### src/design/sd_pkg.sv
// Shared widths, SD command constants and the SPI command frame type for the SD autotest design
package sd_pkg;

  localparam int N_BLOCK_SIZE    = 32;             // Width of the block count
  localparam int SCLK_SPEED_SIZE = 5;              // Width of the SCLK divider setting
  localparam int CMD18_SIZE      = 1;              // Width of the read mode select
  localparam logic [31:0] START_BLOCK = 32'h0010_0000; // First block read by the test

  localparam int POWERUP_CLOCKS = 80;              // SCLK cycles with cs high before CMD0
  localparam int POWERUP_BYTES  = POWERUP_CLOCKS / 8;
  localparam int BLOCK_BYTES    = 512;
  localparam int R1_TRIES       = 8;               // Bytes polled for an R1 response
  localparam int TOKEN_TRIES    = 4096;            // Bytes polled for the 0xFE data token
  localparam int INIT_TRIES     = 256;             // CMD55/ACMD41 rounds before giving up

  localparam logic [5:0] CMD_GO_IDLE     = 6'd0;
  localparam logic [5:0] CMD_STOP        = 6'd12;
  localparam logic [5:0] CMD_READ_SINGLE = 6'd17;
  localparam logic [5:0] CMD_READ_MULTI  = 6'd18;
  localparam logic [5:0] CMD_APP         = 6'd55;
  localparam logic [5:0] ACMD_OP_COND    = 6'd41;

  typedef struct packed {
    logic [1:0]  start_tx;                         // Always 2'b01
    logic [5:0]  index;
    logic [31:0] arg;
    logic [7:0]  crc_stop;                         // CRC7 and the stop bit
  } sd_cmd_fields_t;

  // Same 48 bits seen as fields or as the six bytes on the wire
  typedef union packed {
    sd_cmd_fields_t  fields;
    logic [0:5][7:0] bytes;                        // Element 0 is the first byte sent
  } sd_cmd_frame_u;

endpackage
### src/design/sd_autotest_top.sv
// Board top level for the SD card SPI self-test, wiring controller, reader, SPI engine and display
`timescale 1ns/1ps

module sd_autotest_top import sd_pkg::*; (
  input  logic        sys_clk_pad_i,
  input  logic        rst_n,
  input  logic [15:0] switch_i,
  output logic [15:0] leds_o,
  output logic [6:0]  seg,
  output logic [7:0]  AN,
  output logic        cs,
  output logic        sclk,
  output logic        mosi,
  input  logic        miso,
  output logic        SD_RESET,
  output logic        SD_DAT_1,
  output logic        SD_DAT_2
);

  logic                       uut_ctrl_mux;
  logic                       uut_start;
  logic [N_BLOCK_SIZE-1:0]    uut_n_blocks;
  logic [SCLK_SPEED_SIZE-1:0] uut_sclk_speed;
  logic [CMD18_SIZE-1:0]      uut_cmd18;
  logic                       uut_finish;
  logic                       uut_error;
  logic [31:0]                uut_checksum;
  logic [31:0]                debug_data;

  logic       ctrl_byte_start;
  logic       ctrl_cs;
  logic       rd_byte_start;
  logic       rd_cs;
  logic [7:0] rd_tx_byte;
  logic       eng_byte_start;
  logic [7:0] eng_tx_byte;
  logic [7:0] eng_rx_byte;
  logic       eng_byte_done;

  assign SD_RESET = 1'b0;
  assign SD_DAT_1 = 1'b1;                          // Unused data lines held high in SPI mode
  assign SD_DAT_2 = 1'b1;

  // The controller only ever sends 0xFF while it owns the bus
  assign eng_byte_start = uut_ctrl_mux ? rd_byte_start : ctrl_byte_start;
  assign eng_tx_byte    = uut_ctrl_mux ? rd_tx_byte    : 8'hFF;
  assign cs             = uut_ctrl_mux ? rd_cs         : ctrl_cs;

  autotest_ctrl autotest_inst (
    .clk(sys_clk_pad_i), .rst_n(rst_n), .switch_i(switch_i),
    .uut_ctrl_mux(uut_ctrl_mux), .uut_start(uut_start),
    .uut_n_blocks(uut_n_blocks), .uut_sclk_speed(uut_sclk_speed), .uut_cmd18(uut_cmd18),
    .uut_finish(uut_finish), .uut_error(uut_error), .uut_checksum(uut_checksum),
    .byte_start(ctrl_byte_start), .byte_done(eng_byte_done), .cs_ctrl(ctrl_cs),
    .leds_o(leds_o), .debug(debug_data)
  );

  sd_block_reader reader_inst (
    .clk(sys_clk_pad_i), .rst_n(rst_n), .start(uut_start),
    .n_blocks(uut_n_blocks), .cmd18(uut_cmd18),
    .finish(uut_finish), .error(uut_error), .checksum(uut_checksum),
    .cs(rd_cs), .byte_start(rd_byte_start), .tx_byte(rd_tx_byte),
    .byte_done(eng_byte_done), .rx_byte(eng_rx_byte)
  );

  spi_byte_engine spi_inst (
    .clk(sys_clk_pad_i), .rst_n(rst_n), .sclk_speed(uut_sclk_speed),
    .byte_start(eng_byte_start), .tx_byte(eng_tx_byte), .rx_byte(eng_rx_byte),
    .busy(), .byte_done(eng_byte_done),
    .sclk(sclk), .mosi(mosi), .miso(miso)
  );

  seg_display display_inst (
    .clk(sys_clk_pad_i), .rst_n(rst_n), .din(debug_data), .an(AN), .seg(seg)
  );

endmodule

### src/design/seg_display.sv
// Multiplexed eight-digit seven-segment driver that shows a 32-bit word in hex
`timescale 1ns/1ps

module seg_display #(
  parameter int DIGIT_SHIFT = 16                   // Each digit is lit for 2**DIGIT_SHIFT clocks
) (
  input  logic        clk,
  input  logic        rst_n,
  input  logic [31:0] din,
  output logic [7:0]  an,
  output logic [6:0]  seg
);

  logic [DIGIT_SHIFT+2:0] refresh_cnt;
  logic [2:0]             digit;
  logic [3:0]             nibble;

  always_ff @(posedge clk) begin
    if (!rst_n) begin
      refresh_cnt <= '0;
    end else begin
      refresh_cnt <= refresh_cnt + 1'b1;
    end
  end

  assign digit  = refresh_cnt[DIGIT_SHIFT+2:DIGIT_SHIFT];
  assign nibble = din[digit*4 +: 4];
  assign an     = ~(8'b1 << digit);                // One anode low at a time

  // Segment order is gfedcba and a low bit lights the segment
  always_comb begin
    case (nibble)
      4'h0:    seg = 7'b1000000;
      4'h1:    seg = 7'b1111001;
      4'h2:    seg = 7'b0100100;
      4'h3:    seg = 7'b0110000;
      4'h4:    seg = 7'b0011001;
      4'h5:    seg = 7'b0010010;
      4'h6:    seg = 7'b0000010;
      4'h7:    seg = 7'b1111000;
      4'h8:    seg = 7'b0000000;
      4'h9:    seg = 7'b0010000;
      4'hA:    seg = 7'b0001000;
      4'hB:    seg = 7'b0000011;
      4'hC:    seg = 7'b1000110;
      4'hD:    seg = 7'b0100001;
      4'hE:    seg = 7'b0000110;
      default: seg = 7'b0001110;                   // F
    endcase
  end

endmodule

### src/design/sd_block_reader.sv
// SD card SPI-mode reader that initialises the card, reads blocks by CMD17 or CMD18 and sums the data
`timescale 1ns/1ps

module sd_block_reader import sd_pkg::*; (
  input  logic                    clk,
  input  logic                    rst_n,
  input  logic                    start,
  input  logic [N_BLOCK_SIZE-1:0] n_blocks,
  input  logic [CMD18_SIZE-1:0]   cmd18,
  output logic                    finish,
  output logic                    error,
  output logic [31:0]             checksum,
  output logic                    cs,
  output logic                    byte_start,
  output logic [7:0]              tx_byte,
  input  logic                    byte_done,
  input  logic [7:0]              rx_byte
);

  typedef enum logic [2:0] {
    S_IDLE,
    S_CMD,
    S_R1,
    S_TOKEN,
    S_DATA,
    S_CRC,
    S_FIN
  } state_t;

  state_t                          state;
  sd_cmd_frame_u                   cmd_frame;
  logic                            pend;           // A byte exchange is in flight
  logic [7:0]                      tx_next;
  logic [$clog2(BLOCK_BYTES)-1:0]  byte_cnt;
  logic [$clog2(TOKEN_TRIES)-1:0]  poll_cnt;
  logic [$clog2(INIT_TRIES)-1:0]   init_cnt;
  logic [N_BLOCK_SIZE-1:0]         blk_cnt;

  function automatic sd_cmd_frame_u make_frame(input logic [5:0] idx, input logic [31:0] arg);
    sd_cmd_frame_u f;
    f.fields.start_tx = 2'b01;
    f.fields.index    = idx;
    f.fields.arg      = arg;
    f.fields.crc_stop = (idx == CMD_GO_IDLE) ? 8'h95 : 8'h01; // Only CMD0 needs a real CRC
    return f;
  endfunction

  always_comb begin
    if (state == S_CMD) begin
      tx_next = cmd_frame.bytes[byte_cnt[2:0]];
    end else begin
      tx_next = 8'hFF;                             // Clock the card while polling or reading
    end
  end

  always_ff @(posedge clk) begin
    if (!rst_n) begin
      state      <= S_IDLE;
      pend       <= 1'b0;
      byte_start <= 1'b0;
      cs         <= 1'b1;
      finish     <= 1'b0;
      error      <= 1'b0;
      checksum   <= '0;
      byte_cnt   <= '0;
      poll_cnt   <= '0;
      init_cnt   <= '0;
      blk_cnt    <= '0;
    end else begin
      byte_start <= 1'b0;
      if (state == S_IDLE) begin
        if (start) begin
          cs        <= 1'b0;
          cmd_frame <= make_frame(CMD_GO_IDLE, 32'h0);
          byte_cnt  <= '0;
          state     <= S_CMD;
        end
      end else if (state == S_FIN) begin
        finish <= 1'b1;
        cs     <= 1'b1;
      end else if (!pend) begin
        byte_start <= 1'b1;
        tx_byte    <= tx_next;
        pend       <= 1'b1;
      end else if (byte_done) begin
        pend <= 1'b0;
        case (state)
          S_CMD: begin
            byte_cnt <= byte_cnt + 1'b1;
            if (byte_cnt == 3'd5) begin
              poll_cnt <= '0;
              state    <= S_R1;
            end
          end
          S_R1: begin
            if (rx_byte[7]) begin                  // Card has not answered yet
              poll_cnt <= poll_cnt + 1'b1;
              if (poll_cnt == $bits(poll_cnt)'(R1_TRIES - 1)) begin
                error <= 1'b1;
                state <= S_FIN;
              end
            end else begin
              byte_cnt <= '0;
              poll_cnt <= '0;
              state    <= S_CMD;
              case (cmd_frame.fields.index)
                CMD_GO_IDLE: begin
                  cmd_frame <= make_frame(CMD_APP, 32'h0);
                  if (rx_byte != 8'h01) begin
                    error <= 1'b1;
                    state <= S_FIN;
                  end
                end
                CMD_APP: cmd_frame <= make_frame(ACMD_OP_COND, 32'h4000_0000);
                ACMD_OP_COND: begin
                  if (rx_byte == 8'h00) begin
                    cmd_frame <= make_frame(cmd18[0] ? CMD_READ_MULTI : CMD_READ_SINGLE,
                                            START_BLOCK);
                    if (n_blocks == '0) state <= S_FIN;
                  end else if (rx_byte == 8'h01 &&
                               init_cnt != $bits(init_cnt)'(INIT_TRIES - 1)) begin
                    init_cnt  <= init_cnt + 1'b1;  // Card still idle so ask again
                    cmd_frame <= make_frame(CMD_APP, 32'h0);
                  end else begin
                    error <= 1'b1;
                    state <= S_FIN;
                  end
                end
                CMD_READ_SINGLE, CMD_READ_MULTI: begin
                  state <= (rx_byte == 8'h00) ? S_TOKEN : S_FIN;
                  error <= (rx_byte != 8'h00);
                end
                default: state <= S_FIN;           // R1 of CMD12 ends the run
              endcase
            end
          end
          S_TOKEN: begin
            poll_cnt <= poll_cnt + 1'b1;
            if (rx_byte == 8'hFE) begin
              byte_cnt <= '0;
              state    <= S_DATA;
            end else if (poll_cnt == $bits(poll_cnt)'(TOKEN_TRIES - 1)) begin
              error <= 1'b1;
              state <= S_FIN;
            end
          end
          S_DATA: begin
            checksum <= checksum + {24'h0, rx_byte};
            byte_cnt <= byte_cnt + 1'b1;
            if (byte_cnt == $bits(byte_cnt)'(BLOCK_BYTES - 1)) begin
              byte_cnt <= '0;
              state    <= S_CRC;
            end
          end
          default: begin                           // S_CRC discards two bytes
            byte_cnt <= byte_cnt + 1'b1;
            poll_cnt <= '0;
            if (byte_cnt[0]) begin
              byte_cnt <= '0;
              blk_cnt  <= blk_cnt + 1'b1;
              if (blk_cnt == n_blocks - 1'b1) begin
                cmd_frame <= make_frame(CMD_STOP, 32'h0);
                state     <= cmd18[0] ? S_CMD : S_FIN;
              end else if (cmd18[0]) begin
                state <= S_TOKEN;                  // Card streams the next block
              end else begin
                cmd_frame <= make_frame(CMD_READ_SINGLE, START_BLOCK + blk_cnt + 1'b1);
                state     <= S_CMD;
              end
            end
          end
        endcase
      end
    end
  end

  // Card must stay deselected for good once the run is over
  cs_idle_a: assert property (@(posedge clk) disable iff (!rst_n) finish |-> cs);

endmodule

### src/design/autotest_ctrl.sv
// Autotest FSM that sends the card power-up clocks, hands the SPI bus to the reader and keeps the result
`timescale 1ns/1ps

module autotest_ctrl import sd_pkg::*; (
  input  logic                       clk,
  input  logic                       rst_n,
  input  logic [15:0]                switch_i,
  output logic                       uut_ctrl_mux,
  output logic                       uut_start,
  output logic [N_BLOCK_SIZE-1:0]    uut_n_blocks,
  output logic [SCLK_SPEED_SIZE-1:0] uut_sclk_speed,
  output logic [CMD18_SIZE-1:0]      uut_cmd18,
  input  logic                       uut_finish,
  input  logic                       uut_error,
  input  logic [31:0]                uut_checksum,
  output logic                       byte_start,
  input  logic                       byte_done,
  output logic                       cs_ctrl,
  output logic [15:0]                leds_o,
  output logic [31:0]                debug
);

  typedef enum logic [2:0] {
    S_POWERUP,
    S_HANDOVER,
    S_START,
    S_WAIT,
    S_DONE
  } state_t;

  state_t state;
  logic   pu_started;                              // First dummy byte has been requested
  logic [$clog2(POWERUP_BYTES)-1:0] pu_cnt;

  assign cs_ctrl = 1'b1;                           // Card stays deselected during power-up
  assign leds_o  = debug[15:0];

  always_ff @(posedge clk) begin
    if (!rst_n) begin
      state          <= S_POWERUP;
      pu_started     <= 1'b0;
      pu_cnt         <= '0;
      uut_ctrl_mux   <= 1'b0;
      uut_start      <= 1'b0;
      byte_start     <= 1'b0;
      debug          <= '0;
      uut_n_blocks   <= N_BLOCK_SIZE'(switch_i[9:0]); // Settings taken as reset releases
      uut_sclk_speed <= switch_i[14:10];
      uut_cmd18      <= switch_i[15];
    end else begin
      byte_start <= 1'b0;
      uut_start  <= 1'b0;
      case (state)
        S_POWERUP: begin
          if (!pu_started) begin
            byte_start <= 1'b1;
            pu_started <= 1'b1;
          end else if (byte_done) begin
            if (pu_cnt == $bits(pu_cnt)'(POWERUP_BYTES - 1)) begin
              state <= S_HANDOVER;
            end else begin
              pu_cnt     <= pu_cnt + 1'b1;
              byte_start <= 1'b1;                  // Next 0xFF right after the last one
            end
          end
        end
        S_HANDOVER: begin
          uut_ctrl_mux <= 1'b1;                    // Reader owns the pins from here on
          state        <= S_START;
        end
        S_START: begin
          uut_start <= 1'b1;
          state     <= S_WAIT;
        end
        S_WAIT: begin
          if (uut_finish) begin
            debug <= uut_error ? 32'hEEEE_EEEE : uut_checksum;
            state <= S_DONE;
          end
        end
        default: begin
          state <= S_DONE;                         // One run per reset
        end
      endcase
    end
  end

  // Bus ownership must never return to the controller within a run
  mux_hold_a: assert property (@(posedge clk) disable iff (!rst_n) !$fell(uut_ctrl_mux));

endmodule

### src/design/spi_byte_engine.sv
// Mode-0 SPI byte shifter with a programmable SCLK divider, shared by the controller and the reader
`timescale 1ns/1ps

module spi_byte_engine import sd_pkg::*; (
  input  logic                       clk,
  input  logic                       rst_n,
  input  logic [SCLK_SPEED_SIZE-1:0] sclk_speed,
  input  logic                       byte_start,
  input  logic [7:0]                 tx_byte,
  output logic [7:0]                 rx_byte,
  output logic                       busy,
  output logic                       byte_done,
  output logic                       sclk,
  output logic                       mosi,
  input  logic                       miso
);

  logic [SCLK_SPEED_SIZE-1:0] div_cnt;            // Clocks spent in the current SCLK half
  logic [2:0]                 bit_cnt;
  logic [7:0]                 tx_sr;
  logic [7:0]                 rx_sr;

  assign rx_byte = rx_sr;                          // Complete once byte_done pulses

  always_ff @(posedge clk) begin
    if (!rst_n) begin
      busy      <= 1'b0;
      byte_done <= 1'b0;
      sclk      <= 1'b0;
      mosi      <= 1'b1;
      div_cnt   <= '0;
      bit_cnt   <= '0;
    end else begin
      byte_done <= 1'b0;
      if (!busy) begin
        if (byte_start) begin
          busy    <= 1'b1;
          div_cnt <= '0;
          bit_cnt <= '0;
          mosi    <= tx_byte[7];                   // MSB set up before the first rising edge
          tx_sr   <= {tx_byte[6:0], 1'b1};
        end
      end else if (div_cnt != sclk_speed) begin
        div_cnt <= div_cnt + 1'b1;
      end else begin
        div_cnt <= '0;
        sclk    <= ~sclk;
        if (!sclk) begin
          rx_sr <= {rx_sr[6:0], miso};             // Sample on the rising edge
        end else if (bit_cnt == 3'd7) begin
          busy      <= 1'b0;
          byte_done <= 1'b1;
          mosi      <= 1'b1;                       // Back to idle after the eighth bit
        end else begin
          bit_cnt <= bit_cnt + 1'b1;
          mosi    <= tx_sr[7];                     // Shift out on the falling edge
          tx_sr   <= {tx_sr[6:0], 1'b1};
        end
      end
    end
  end

  // A new request while shifting would corrupt the byte in flight
  no_overlap_a: assert property (@(posedge clk) disable iff (!rst_n) !(byte_start && busy));

endmodule

### config.mk
export PLATFORM = sky130hd
export DESIGN_NAME = sd_autotest_top
export DESIGN_NICKNAME = d
export VERILOG_FILES = /design/src/design/sd_pkg.sv /design/src/design/sd_autotest_top.sv /design/src/design/seg_display.sv /design/src/design/sd_block_reader.sv /design/src/design/autotest_ctrl.sv /design/src/design/spi_byte_engine.sv
export SDC_FILE = /design/constraint.sdc
export NUM_CORES = 1
export LEC_CHECK = 0
export ABC_CLOCK_PERIOD_IN_PS = 3400
export BUFFER_PORTS_ARGS = -buffer_cell sky130_fd_sc_hd__buf_2
export CORE_UTILIZATION = 55
export CTS_CLUSTER_SIZE = 30
export DETAILED_ROUTE_END_ITERATION = 10
export PLACE_DENSITY_LB_ADDON = 0.25
export SYNTH_ARGS = -nofsm -noshare
export SYNTH_HDL_FRONTEND = slang
export SYNTH_SLANG_ARGS = --single-unit
### constraint.sdc
create_clock -name sys_clk_pad_i -period 3.4 [get_ports sys_clk_pad_i]
set_input_delay 0.17 -clock sys_clk_pad_i [delete_from_list [all_inputs] [get_ports sys_clk_pad_i]]
set_output_delay 0.17 -clock sys_clk_pad_i [all_outputs]
set_load 0.005 [all_outputs]
==> results.toml <==
[outcome]
status = "finished, final reports clean"

[synth]
synthDistinctLibCells = 79
ys_top_cells_by_area = "dfxtp_1, edfxtp_1, nor2_1"
post_synth.cell_area_avg_um2 = 8.90
ys_seq_area_share_pct = 43.7
synth_edf_count = 78
synth_top_area_cell = "dfxtp_1"
synth_warnings = 0
synth-main-ff-cell = "dfxtp_1"
async_flop_share_pct = 0
synth_cells = 1503
synth-seq-cells = 253
synth_area_um2 = 13400
synth_top_area_share_pct = 26.2

[worst_setup_path]
cp_num_buf_inv = 2
criticalPathCategory = "reg2reg"
cp-end-kind = "register"
rr_startpoint = "autotest_inst.uut_n_blocks[0]"
cp_data_arrival_time_ns = 3.66
crit_slowest_cell = "edfxtp_1"
worst-r2r-cell-count = 12
cp_top_family = "simple AND/OR/NAND/NOR gates"
critPathLaunch = "autotest_inst.uut_n_blocks[0]"
max_stage_delay_ns = 0.49
path_cells = "inv_1 -> ha_1 -> or3b_1 -> xor2_1 -> or4_4 -> a31oi_1 -> nand2_1 -> inv_1 -> ha_1 -> a21oi_1 -> o2111ai_1 -> o22ai_1"
crit_cells = 12
startpoint_type = "register"
crit_end = "reader_inst.state[1]"
crit_fanout = 7
reg2reg_to = "reader_inst.state[1]"
r2r_setup_slack_ns = 0.20
worst_ep_required_time_ns = 3.86

[global_routing]
antenna_found_initial = 0
grt_first_pass_wirelength_mm = 48.2
grt_overflow = 0
grt_usage_pct = 23.8
grt_pass1_vias = 9932
grt_max_degree = 81

[finish]
final_cell_mix = "nor2_1, dfxtp_1, nand2_1"
fin_cells = 1869
drive_gt1_share_pct = 11.6
diodes = 0
layout_commonest_cell = "nor2_1"
area_growth_pct = 11.1
finalNetCount = 1579

[hold_path]
hp-class = "in2reg"

[sta]
max_slew_margin_pct = 23.1
finalClockSkew_ns = 0.0138
post-route-min-period_ns = 3.20
hold_viol_final = 0
whs_ns = 0.0266
worstMarginPinSlew_ns = 1.15
setup_violations = 0
timing.final.crit_share_pct = 94.2
drv_slew = 0
fmax_mhz = 312

[detailed_routing]
routedWlPerCell_um = 15.6
num_vias = 10700
drc = 0
drt-pass1-iter-count = 5
dr_wl_met2_mm = 14.0
drt-vias-per-instance = 5.70
top_layer = "met4"
dr_wl_met3_mm = 1.31
drt_iter0_markers = 787
finalWirelength_mm = 29.2
ant_nets = 0
met1_length_mm = 13.1

[clock_network]
cts_buffer_depth = 3
clkTransAtPathRegs_ns = 0.06
cts_tree = "yes"
cts.sinks = 253
h-tree-depth = 1
clockRootBuffer = "clkbuf_16"
cts_made_buffers = 27
clkLatencyLatePin_ns = 0.53

[power_and_ir_drop]
power.density_nw_per_um2 = 414
leakage_nw = 5.20
vdd_ir_drop_max_v = 0.000387

[floorplanning]
ios = 56
core_um2 = 23700
initial_core_util_pct = 56.5
die_h_um = 158
chipWidth_um = 158
rows = 56
die-area_um2 = 25000

[place]
gp_congestion = 0.922
port_buffers = 52
place_inst = 1803
hpwl_mm = 20.5

[run]
max-cap-violations = 0
[flip-flops by register name, indices dropped and copies added, names as in the netlist, 7 cells and up]
name,flops
reader_inst.init_cnt,8
reader_inst.poll_cnt,12
reader_inst.byte_cnt,9
spi_inst.tx_sr,7
autotest_inst.debug,32
reader_inst.blk_cnt,32
display_inst.refresh_cnt,19
autotest_inst.uut_n_blocks,10
reader_inst.cmd_frame,39
spi_inst.rx_byte,8
reader_inst.checksum,32
reader_inst.tx_byte,8
[stage by stage]
stage	utilization (%)	power [mW]	instance area (µm²)	setup slack, ns	TNS, ns
3_5_place_dp	58.3	3.35	13800	0.0368	0
6_report	62.8	6.16	14900	0.198	0
2_1_floorplan	-	3.31	13400	0.0841	0
4_1_cts	62.7	6.21	14800	0.0176	0
3_3_place_gp	58.3	3.34	13800	0.161	0
5_1_grt	62.8	6.35	14900	-0.00658	-0.00658
[cells in the mapped netlist (30+ instances only)]
cell type / number
dfxtp_1: 175
clkbuf_1: 75
a21oi_1: 74
nor4_1: 30
nor3_1: 120
nand2_1: 121
o21ai_0: 43
inv_1: 47
edfxtp_1: 78
nand3_1: 67
xnor2_1: 75
xor2_1: 59
nor2_1: 189
[report_power, final]
| part | leakage (nW) | internal [mW] | total, mW | switching (mW) |
|---|---|---|---|---|
| Clock | 0.425 | 1.70 | 2.86 | 1.15 |
| Sequential | 2.19 | 3.12 | 3.15 | 0.0242 |
| Combinational | 2.59 | 0.0609 | 0.155 | 0.0945 |
| Total | 5.20 | 4.89 | 6.16 | 1.27 |
[cells by family (layout without fill, tap and decap cells)]
family | after synthesis | in the layout | synth area share, %
and+or+nand+nor | 695 | 695 | 26.1
other | 2 | 3 | 0.0561
muxes | 28 | 28 | 3.53
DFF | 253 | 253 | 43.7
AOI/OAI and AO/OA | 207 | 207 | 9.78
adders and majority gates | 30 | 30 | 2.86
xor gates and xnor gates | 134 | 134 | 8.77
buffers and inverters | 154 | 200 | 5.16
[worst register-to-register path: cells and delay by family (launching register included)]
kind	cells	cell delay, ns
xor gates and xnor gates	1	0.20
and+or+nand+nor	3	1.02
buffers and inverters	2	0.18
AOI/OAI and AO/OA	4	0.77
DFF	1	0.49
adders and majority gates	2	0.46
[routing by layer]
metal / GRT usage, % / vias up
met3: 3.18 / 59
li1: - / 5388
met5: 0 / -
met1: 32.0 / 4975
met2: 39.6 / 238
met4: 7.55 / 0
[final cells by class]
class                           instances  area (µm²)
Clock inverter                         11         109
Clock buffer                           38         758
Timing Repair Buffer                  103         698
Fill cell                            2054        8810
Tap cell                              319         399
Multi-Input combinational cell       1097        6870
Inverter                               48         183
Sequential cell                       253        5850
[worst min-delay path by stage]
stage | from | end | slack [ns] | cells after the start
2_1_floorplan | switch_i[15] | autotest_inst.uut_cmd18 | 0.27 | 0
3_3_place_gp | switch_i[2] | autotest_inst.uut_n_blocks[2] | 0.35 | 1
3_5_place_dp | switch_i[9] | autotest_inst.uut_n_blocks[9] | 0.35 | 1
4_1_cts | rst_n | reader_inst.blk_cnt[28] | 0.01 | 3
5_1_grt | rst_n | reader_inst.blk_cnt[30] | 0.03 | 3
6_report | rst_n | reader_inst.blk_cnt[22] | 0.03 | 3
[repair_timing]
| item | in CTS | in global routing |
|---|---|---|
| pin swaps | 0 | 1 |
| cloned | 0 | 0 |
| hold buffers | 17 | 0 |
| setup endpoints to repair | 1 | 44 |
| hold endpoints to repair | 17 | 0 |
| setup buffers | 0 | 0 |
| resized for setup | 1 | 5 |
Power figures use the tool's default switching activity.
